## config.mk

```make
export PLATFORM = sky130hd
export DESIGN_NAME = cpu_top
export DESIGN_NICKNAME = d
export VERILOG_FILES = /design/src/cpu_pkg.sv /design/src/alu.sv /design/src/fetch_unit.sv /design/src/reg_file.sv /design/src/instr_decode.sv /design/src/execute_stage.sv /design/src/cpu_top.sv
export SDC_FILE = /design/constraint.sdc
export NUM_CORES = 1
export LEC_CHECK = 0
export ABC_AREA = 0
export BUFFER_PORTS_ARGS = -buffer_cell sky130_fd_sc_hd__buf_2
export CAP_MARGIN = 20
export CORE_MARGIN = 4
export CORE_UTILIZATION = 40
export DETAILED_ROUTE_END_ITERATION = 8
export SLEW_MARGIN = 0
export SYNTH_ARGS = -nofsm -noshare
export SYNTH_HDL_FRONTEND = slang
export SYNTH_HIERARCHICAL = 1
export SYNTH_SLANG_ARGS = --single-unit
```

## constraint.sdc

```tcl
create_clock -name clk -period 8 [get_ports clk]
set_input_delay 0.8 -clock clk [delete_from_list [all_inputs] [get_ports clk]]
set_output_delay 0.8 -clock clk [all_outputs]
set_load 0.02 [all_outputs]
```

## src/cpu_pkg.sv

```systemverilog
`default_nettype none

package cpu_pkg;

  localparam int ADDR_W = 16;

  typedef logic [7:0] byte_t;

  // Register index, 0 is A through 3 is D
  typedef logic [1:0] reg_idx_t;

  // Unlisted encodings run as NOP
  typedef enum logic [3:0] {
    OP_NOP  = 4'd0,
    OP_MOV  = 4'd1,
    OP_ADD  = 4'd2,
    OP_SUB  = 4'd3,
    OP_AND  = 4'd4,
    OP_OR   = 4'd5,
    OP_XOR  = 4'd6,
    OP_ADC  = 4'd7,
    OP_LDI  = 4'd8,
    OP_HALT = 4'd15
  } opcode_e;

  typedef struct packed {
    opcode_e  opcode;
    reg_idx_t dst;
    reg_idx_t src;
  } instr_t;

  // A fetched byte is either an opcode byte or the constant after LDI
  typedef union packed {
    instr_t instr;
    byte_t  data;
  } fetch_word_u;

  typedef enum logic [2:0] {
    ALU_PASS,
    ALU_ADD,
    ALU_SUB,
    ALU_AND,
    ALU_OR,
    ALU_XOR,
    ALU_ADC
  } alu_op_e;

  typedef struct packed {
    logic       spare_hi;
    logic       halt;
    logic [3:0] spare_mid;
    logic       negative;
    logic       carry;
  } flags_t;

  typedef struct packed {
    logic     valid;
    alu_op_e  alu_op;
    logic     write_en;
    logic     set_flags;
    logic     halt;
    reg_idx_t dst;
    byte_t    lhs;
    byte_t    rhs;
  } exec_ctrl_t;

  typedef struct packed {
    logic     write_en;
    reg_idx_t dst;
    byte_t    data;
  } writeback_t;

endpackage

`default_nettype wire

```

## src/alu.sv

```systemverilog
`timescale 1ns/1ns
`default_nettype none

module alu (
  input  cpu_pkg::alu_op_e op,
  input  cpu_pkg::byte_t   lhs,
  input  cpu_pkg::byte_t   rhs,
  input  logic             carry_in,
  output cpu_pkg::byte_t   result,
  output logic             carry_out
);

  import cpu_pkg::*;

  byte_t      add_rhs;
  logic       add_cin;
  logic [8:0] sum;

  // One adder serves ADD, ADC and SUB
  always_comb begin
    add_rhs = rhs;
    add_cin = 1'b0;
    if (op == ALU_SUB) begin
      // Two's complement subtract, carry set means no borrow
      add_rhs = ~rhs;
      add_cin = 1'b1;
    end else if (op == ALU_ADC) begin
      add_cin = carry_in;
    end
    sum = {1'b0, lhs} + {1'b0, add_rhs} + {8'd0, add_cin};
  end

  always_comb begin
    result    = rhs;
    carry_out = 1'b0;
    case (op)
      ALU_ADD, ALU_SUB, ALU_ADC: begin
        result    = sum[7:0];
        carry_out = sum[8];
      end
      ALU_AND: result = lhs & rhs;
      ALU_OR:  result = lhs | rhs;
      ALU_XOR: result = lhs ^ rhs;
      default: result = rhs;
    endcase
  end

endmodule

`default_nettype wire

```

## src/fetch_unit.sv

```systemverilog
`timescale 1ns/1ns
`default_nettype none

module fetch_unit #(
  parameter int ADDR_W = cpu_pkg::ADDR_W
) (
  input  logic                clk,
  input  logic                rst,
  input  logic                halt,
  output logic [ADDR_W-1:0]   mem_addr,
  input  cpu_pkg::byte_t      mem_data,
  output cpu_pkg::fetch_word_u fetch_word,
  output logic                fetch_valid
);

  logic [ADDR_W-1:0] pc;

  assign mem_addr = pc;

  // One byte per cycle, everything freezes once the machine halts
  always_ff @(posedge clk) begin
    if (rst) begin
      pc          <= '0;
      fetch_word  <= '0;
      fetch_valid <= 1'b0;
    end else if (!halt) begin
      pc              <= pc + 1'b1;
      fetch_word.data <= mem_data;
      // Marks the register as holding a real byte from the program
      fetch_valid     <= 1'b1;
    end
  end

endmodule

`default_nettype wire

```

## src/reg_file.sv

```systemverilog
`timescale 1ns/1ns
`default_nettype none

module reg_file (
  input  logic                    clk,
  input  logic                    rst,
  input  cpu_pkg::reg_idx_t       rd_idx_a,
  input  cpu_pkg::reg_idx_t       rd_idx_b,
  output cpu_pkg::byte_t          rd_data_a,
  output cpu_pkg::byte_t          rd_data_b,
  input  cpu_pkg::writeback_t     wb,
  output cpu_pkg::byte_t [3:0]    regs
);

  // Plain muxes in place of the old tri-state buses
  assign rd_data_a = regs[rd_idx_a];
  assign rd_data_b = regs[rd_idx_b];

  always_ff @(posedge clk) begin
    if (rst) begin
      regs <= '0;
    end else if (wb.write_en) begin
      regs[wb.dst] <= wb.data;
    end
  end

endmodule

`default_nettype wire

```

## src/instr_decode.sv

```systemverilog
`timescale 1ns/1ns
`default_nettype none

module instr_decode (
  input  logic                 clk,
  input  logic                 rst,
  input  logic                 halt,
  input  cpu_pkg::fetch_word_u fetch_word,
  input  logic                 fetch_valid,
  output cpu_pkg::reg_idx_t    rd_idx_a,
  output cpu_pkg::reg_idx_t    rd_idx_b,
  input  cpu_pkg::byte_t       rd_data_a,
  input  cpu_pkg::byte_t       rd_data_b,
  input  cpu_pkg::writeback_t  wb,
  output cpu_pkg::exec_ctrl_t  ctrl
);

  import cpu_pkg::*;

  instr_t     instr;
  byte_t      lhs_fwd;
  byte_t      rhs_fwd;
  exec_ctrl_t ctrl_next;
  logic       ldi_start;
  logic       const_pending;
  reg_idx_t   const_dst;

  assign instr    = fetch_word.instr;
  assign rd_idx_a = instr.dst;
  assign rd_idx_b = instr.src;

  // Result committing this cycle overrides the value still in the register file
  always_comb begin
    lhs_fwd = rd_data_a;
    rhs_fwd = rd_data_b;
    if (wb.write_en && wb.dst == rd_idx_a) begin
      lhs_fwd = wb.data;
    end
    if (wb.write_en && wb.dst == rd_idx_b) begin
      rhs_fwd = wb.data;
    end
  end

  always_comb begin
    ctrl_next     = '0;
    ctrl_next.dst = instr.dst;
    ctrl_next.lhs = lhs_fwd;
    ctrl_next.rhs = rhs_fwd;
    ldi_start     = 1'b0;
    if (fetch_valid) begin
      ctrl_next.valid = 1'b1;
      if (const_pending) begin
        // Second byte of LDI, read as data
        ctrl_next.alu_op   = ALU_PASS;
        ctrl_next.write_en = 1'b1;
        ctrl_next.dst      = const_dst;
        ctrl_next.rhs      = fetch_word.data;
      end else begin
        case (instr.opcode)
          OP_MOV: begin
            ctrl_next.alu_op   = ALU_PASS;
            ctrl_next.write_en = 1'b1;
          end
          OP_ADD, OP_SUB, OP_AND, OP_OR, OP_XOR, OP_ADC: begin
            ctrl_next.write_en  = 1'b1;
            ctrl_next.set_flags = 1'b1;
            case (instr.opcode)
              OP_ADD:  ctrl_next.alu_op = ALU_ADD;
              OP_SUB:  ctrl_next.alu_op = ALU_SUB;
              OP_AND:  ctrl_next.alu_op = ALU_AND;
              OP_OR:   ctrl_next.alu_op = ALU_OR;
              OP_XOR:  ctrl_next.alu_op = ALU_XOR;
              default: ctrl_next.alu_op = ALU_ADC;
            endcase
          end
          OP_LDI: begin
            // Bubble while the constant is fetched
            ctrl_next.valid = 1'b0;
            ldi_start       = 1'b1;
          end
          OP_HALT: ctrl_next.halt = 1'b1;
          default: ;
        endcase
      end
    end
  end

  always_ff @(posedge clk) begin
    if (rst) begin
      ctrl          <= '0;
      const_pending <= 1'b0;
    end else if (!halt) begin
      ctrl <= ctrl_next;
      if (fetch_valid) begin
        const_pending <= ldi_start;
      end
    end
  end

  always_ff @(posedge clk) begin
    if (!halt && ldi_start) begin
      const_dst <= instr.dst;
    end
  end

endmodule

`default_nettype wire

```

## src/execute_stage.sv

```systemverilog
`timescale 1ns/1ns
`default_nettype none

module execute_stage (
  input  logic                clk,
  input  logic                rst,
  input  cpu_pkg::exec_ctrl_t ctrl,
  output cpu_pkg::writeback_t wb,
  output cpu_pkg::flags_t     flags
);

  import cpu_pkg::*;

  byte_t alu_result;
  logic  alu_carry;
  logic  commit;

  alu alu_i (
    .op        (ctrl.alu_op),
    .lhs       (ctrl.lhs),
    .rhs       (ctrl.rhs),
    .carry_in  (flags.carry),
    .result    (alu_result),
    .carry_out (alu_carry)
  );

  // Nothing commits after halt, so younger instructions in flight are dropped
  assign commit = ctrl.valid && !flags.halt;

  always_comb begin
    wb.write_en = commit && ctrl.write_en;
    wb.dst      = ctrl.dst;
    wb.data     = alu_result;
  end

  always_ff @(posedge clk) begin
    if (rst) begin
      flags <= '0;
    end else if (commit) begin
      if (ctrl.set_flags) begin
        flags.carry    <= alu_carry;
        flags.negative <= alu_result[7];
      end
      // Sticky until reset
      if (ctrl.halt) begin
        flags.halt <= 1'b1;
      end
    end
  end

endmodule

`default_nettype wire

```

## src/cpu_top.sv

```systemverilog
`timescale 1ns/1ns
`default_nettype none

module cpu_top #(
  parameter int ADDR_W = cpu_pkg::ADDR_W
) (
  input  logic              clk,
  input  logic              rst,
  output logic [ADDR_W-1:0] mem_addr,
  input  cpu_pkg::byte_t    mem_data,
  output cpu_pkg::byte_t    a,
  output cpu_pkg::byte_t    b,
  output cpu_pkg::byte_t    c,
  output cpu_pkg::byte_t    d,
  output cpu_pkg::flags_t   flags,
  output logic              halt
);

  import cpu_pkg::*;

  fetch_word_u     fetch_word;
  logic            fetch_valid;
  reg_idx_t        rd_idx_a;
  reg_idx_t        rd_idx_b;
  byte_t           rd_data_a;
  byte_t           rd_data_b;
  byte_t [3:0]     regs;
  exec_ctrl_t      ctrl;
  writeback_t      wb;

  // Halt level comes straight from the flags register
  assign halt = flags.halt;

  assign a = regs[0];
  assign b = regs[1];
  assign c = regs[2];
  assign d = regs[3];

  fetch_unit #(.ADDR_W(ADDR_W)) fetch_i (
    .clk         (clk),
    .rst         (rst),
    .halt        (halt),
    .mem_addr    (mem_addr),
    .mem_data    (mem_data),
    .fetch_word  (fetch_word),
    .fetch_valid (fetch_valid)
  );

  instr_decode decode_i (
    .clk         (clk),
    .rst         (rst),
    .halt        (halt),
    .fetch_word  (fetch_word),
    .fetch_valid (fetch_valid),
    .rd_idx_a    (rd_idx_a),
    .rd_idx_b    (rd_idx_b),
    .rd_data_a   (rd_data_a),
    .rd_data_b   (rd_data_b),
    .wb          (wb),
    .ctrl        (ctrl)
  );

  reg_file regs_i (
    .clk       (clk),
    .rst       (rst),
    .rd_idx_a  (rd_idx_a),
    .rd_idx_b  (rd_idx_b),
    .rd_data_a (rd_data_a),
    .rd_data_b (rd_data_b),
    .wb        (wb),
    .regs      (regs)
  );

  execute_stage execute_i (
    .clk   (clk),
    .rst   (rst),
    .ctrl  (ctrl),
    .wb    (wb),
    .flags (flags)
  );

endmodule

`default_nettype wire

```

======== Word level (Yosys, flattened, before mapping) ========
Cells that the tools add are included.
W data, S select, Z words.
storage, ports and cells
  register bits ........................... 88
  input bits .............................. 10
  output and inout port bits .............. 57
  logic and storage cells ................. 90
operators by class
  $add $sub $neg .......................... 3
  $lt $le $gt $ge ......................... 4
  equality and inequality tests ........... 17
  multiplexer cells ....................... 29
  bitwise operators ....................... 5
  reduce and logical (&&, ||, !) cells .... 12
operator list
  cell                     number
  $mux W8                  8
  $bmux W8 S2              2
  $bwmux W32               1
  $pmux W8 S4              1
  $add A16 B1 Y16 const B  1
  $demux W8 S2             1
  $eq A4 B3 Y1 const B     4
  $pmux W3 S5              1
  $mux W1                  10
  $add A8 B8 Y9            1
  $add A9 B1 Y9            1
  $eq A3 B3 Y1 const B     3
  $lt A2 B3 Y1 const B     3
  $mux W9                  1
  $and A8 B8 Y8            1
  $eq A4 B2 Y1 const B     2
  $eq A4 B4 Y1 const B     2
  $not A8 Y8               1
  $or A8 B8 Y8             1
  $pmux W4 S2              1
  $xor A8 B8 Y8            1
  $eq A3 B2 Y1 const B     2
  $logic_and A1 B1 Y1      6
  $reduce_and A2 Y1        3
  other kinds (10)         12

======== Longest topological paths before layout ========
  word-level depth ........................ 8
  gate-level depth with buffers ........... 13

======== Cells and area by module ========
The synthesis kept the hierarchy.
by module, submodules not included
  module         instances  cells each  area each (um^2)  sequential area each (um^2)
  reg_file       1          136         1662.8            640.6
  instr_decode   1          172         1472.7            580.6
  alu            1          149         1072.3            0.0
  fetch_unit     1          111         1048.5            500.5
  execute_stage  1          21          190.2             60.1
  cpu_top        1          1           7.5               0.0

======== Worst setup path after synthesis ========
No wires, ideal clock.
  kind .................................... register to register
  from .................................... register decode_i/ctrl[21] (netlist name)
  to ...................................... register decode_i/ctrl[6] (netlist name)
  arrival time ............................ 2.819 ns
  data required time ...................... 7.914 ns
  slack ................................... 5.095 ns
  stages on the path, launching flop included .. 14
  clock period less this slack ............ 2.905 ns
  cells stage by stage .................... dfxtp_1 -> nand2b_2 -> nor2_4 -> xnor2_1 -> fa_1 -> inv_1 -> fa_1 -> nor2b_1 -> o31ai_1 -> a2111oi_0 -> a211oi_1 -> and4_1 -> o21ai_1 -> a221oi_2

==> results by group <==
Detailed routing
  – WL/cell: between 15 and 20 um
  – DRT Pass-1 Iters: 5
  – Initial DRC count: approximately 300
  – Final ANT Viol Nets: 0
  – Via count: about 4,500
  – DRT Wirelength: 13,550 um
  – Drt drc: 0
  – Via/cell ratio: 5.532

Die
  – Initial core utilization: approximately two fifths
  – Die footprint: approximately 16,000 um2
  – Die H: between 100 and 150 um
  – Die W: around 120 um
  – Ports: 67
  – Rows: 42
  – Core Area: roughly 13,000 um2

Hold path
  – Worst min path class: flop to flop
  – Hold Startpoint: decode_i/ctrl[20]

STA
  – Fin crit period: 3605 ps
  – Rel. slew slack: between 30 and 40%
  – Setup TNS: 0 ps
  – Slew Limit Fails: 0
  – Clock Skew: around 9.9 ps
  – Fin crit share: 45.07%
  – RSZ-0062 raised after global routing: no
  – Final Setup Violations: 0
  – Worst slew pin tran: roughly 950 ps
  – Max Fclk: about 0.28 GHz
  – Final hold vios: 0

CTS
  – CTS clk-pin slew, worst paths: about 70 ps
  – CTS Hold Bufs: 0
  – TritonCTS clock tree: built
  – Clk buf depth: 2
  – TritonCTS buffer count: 9
  – H-Tree Depth: 3
  – Postcts setup bufs: 0
  – Skew-Pair Late Insertion Delay: around 340 ps
  – CTS Sinks: 88
  – CTS resizes: 0
  – Clock root buffer master: clkbuf_16

Outcome
  – Status: completed

Global routing
  – Grt ovf: 0
  – Initial antenna violation count: 0
  – First-pass GRT wire length: ~23,000 um
  – Pin count of the biggest net entering global routing: 101
  – Vias in the first global route: between 4,000 and 5,000
  – Total Routing Usage GR: between 10% and 20%

Worst setup path
  – WP data arrival: 3850 ps
  – Worst path slowest cell: dfxtp_1
  – CP Launch Point: decode_i/ctrl[23]
  – Most used cell, CP: fa_1
  – FF-to-FF Start: decode_i/ctrl[23]
  – Worst Setup Start Kind: flop
  – Req. time, crit path: 8240 ps
  – CP Class: flop to flop
  – Kind of end point of the critical path: flop
  – Crit-path cells: nor2_4 -> xnor2_1 -> fa_1 -> inv_1 -> fa_1 -> nor2b_1 -> o31ai_1 -> a2111oi_0 -> a211oi_1 -> and4_1 -> o21ai_1 -> a221oi_2
  – Worst-path fanout max: 25
  – Crit path largest cell delay: slightly above 800 ps

Synthesis
  – Register area share after synthesis: 32.67%
  – Post-synth ARST share: 0%
  – Post-synth EDFFs: 2
  – Main flop type after synthesis: dfxtp_1
  – Post-synth top area share: a little under a third
  – Yosys warning total: 6
  – Mapped Area: between 5000 and 6000 um2
  – Area contributors post-synth: dfxtp_1 (32%), mux2i_1 (9.4%), mux4_2 (6.6%)
  – Cell taking the most area after synthesis: dfxtp_1
  – Synth Instances: around 600
  – Syn_area_per_cell: 9.244 um2
  – Commonest cells in the netlist: dfxtp_1 (86), nor2_1 (53), mux2i_1 (51)
  – Number of library cell types mapped by synthesis: around 70
  – Most numerous cell in the Yosys netlist: dfxtp_1
  – Flops & latches, synth: 88

Final layout
  – Ant diodes: 0
  – Fin nets: ~660
  – Layout cell share with drive strength beyond 1: a little under a fifth
  – Fin cells: 806
  – Area growth syn-to-layout: 11.33%

Placement
  – Placed Cells: 790
  – Detailed Place HPWL: ~9500 um
  – Buffers on Ports: between 60 and 70
  – GPL Wtd Cong: between 0.9 and 1

Power and ir drop
  – Maximum VDD drop: 86.82 uV
  – Leak pwr: roughly 0.0025 uW
  – Cell Int Power: between 700 and 800 uW
  – Comb power frac: 7.4%
  – Clock power frac: ~45%
  – P_sw: 236.6 uW
  – Sw frac: 24.57%
  – Power Density: 158.6 nW/um2
  – Sequential Power Share: 47.9%

Job
  – Number of max-cap violations: 0
## critical path: cells and delay by family, from the launching register on
kind | cells | cell delay (ps)
adder cells (fa/ha/maj) | 2 | 660
AND/OR/NAND/NOR | 3 | 520
XOR/XNOR | 1 | 190
AO/OA/AOI/OAI | 5 | 1240
flip-flops | 1 | 820
buffers and inverters | 1 | 90
## cells by family after synthesis
kind of cell / count (synthesis) / synth area share (%)
AO/OA/AOI/OAI: 116 / 14.61
flip-flops: 88 / 32.67
AND/OR/NAND/NOR: 185 / 19.29
XOR/XNOR: 18 / 2.891
multiplexers: 71 / 16.79
adder cells (fa/ha/maj): 26 / 6.240
other: 1 / 0.06876
buffers and inverters: 85 / 7.433
## layout make-up
| type | count | area (um2) |
|---|---|---|
| Multi-Input combinational cell | 421 | 3282 |
| Timing Repair Buffer | 64 | 327.8 |
| Tap cell | 176 | 220.2 |
| Clock inverter | 6 | 66.31 |
| Sequential cell | 88 | 1783 |
| Fill cell | 1293 | 7223 |
| Inverter | 41 | 153.9 |
| Clock buffer | 10 | 239.0 |
## power by group through the flow
stage | Sequential [uW] | Clock [uW] | Combinational [uW]
floorplan | 464 | 0 | 61.2
global placement | 471 | 0 | 67.5
detailed placement | 471 | 0 | 70.1
CTS | 461 | 440 | 70.4
global route | 463 | 457 | 77.8
finish | 461 | 431 | 71.0
## final timing paths
kind / to / slack, ps / depth (start not counted)
worst max-delay path: decode_i/ctrl[6] / 4390 / 12
worst min-delay path: decode_i/ctrl[20] / 470 / 2
worst max register to register: decode_i/ctrl[6] / 4390 / 12
worst min register to register: decode_i/ctrl[20] / 470 / 2
## per-stage QoR
| step | worst slack (ps) | hold slack (ps) | util [%] | instance area, um2 | power, uW |
|---|---|---|---|---|---|
| after floorplan | 5095 | 436.6 | - | 5469 | 524.9 |
| after global placement | 4655 | 446.8 | 43.26 | 5752 | 538.3 |
| after detailed placement | 4466 | 454.1 | 43.37 | 5767 | 541.2 |
| after CTS | 4438 | 464.8 | 45.67 | 6072 | 971.5 |
| after global routing | 4054 | 480.9 | 45.67 | 6072 | 997.4 |
| final | 4395 | 465.2 | 45.67 | 6072 | 963.1 |
## placed cells by master (no fill, tap or decap), drive strengths merged, types with 8 or more instances in the layout
master	netlist	routed
dfxtp	86	86
buf	30	64
nor2	54	54
mux2i	51	51
nand2b	46	46
inv	41	42
o21ai	28	28
ha	24	24
a21oi	23	23
nand2	20	20
mux4	16	16
xnor2	14	14
a211oi	12	12
nor2b	12	12
clkbuf	14	10
a221oi	9	9
and4	8	8
a31oi	8	8
## flip-flops by register name, summed over array words and instances (netlist names)
name,flops
execute_i/flags,3
decode_i/const_dst,2
regs_i/regs,32
decode_i/ctrl,25
fetch_i/fetch_valid,1
decode_i/const_pending,1
fetch_i/mem_addr,16
fetch_i/fetch_word,8
## per-layer routing
layer	routed length, um	up-vias	GRT usage (%)
met1	6739	2170	25.35
met3	578	9	2.830
met5	0	-	0
met2	6056	100	26.21
met4	176	0	5.480
li1	-	2180	-
No activity file was read; power rests on OpenSTA's default activity.
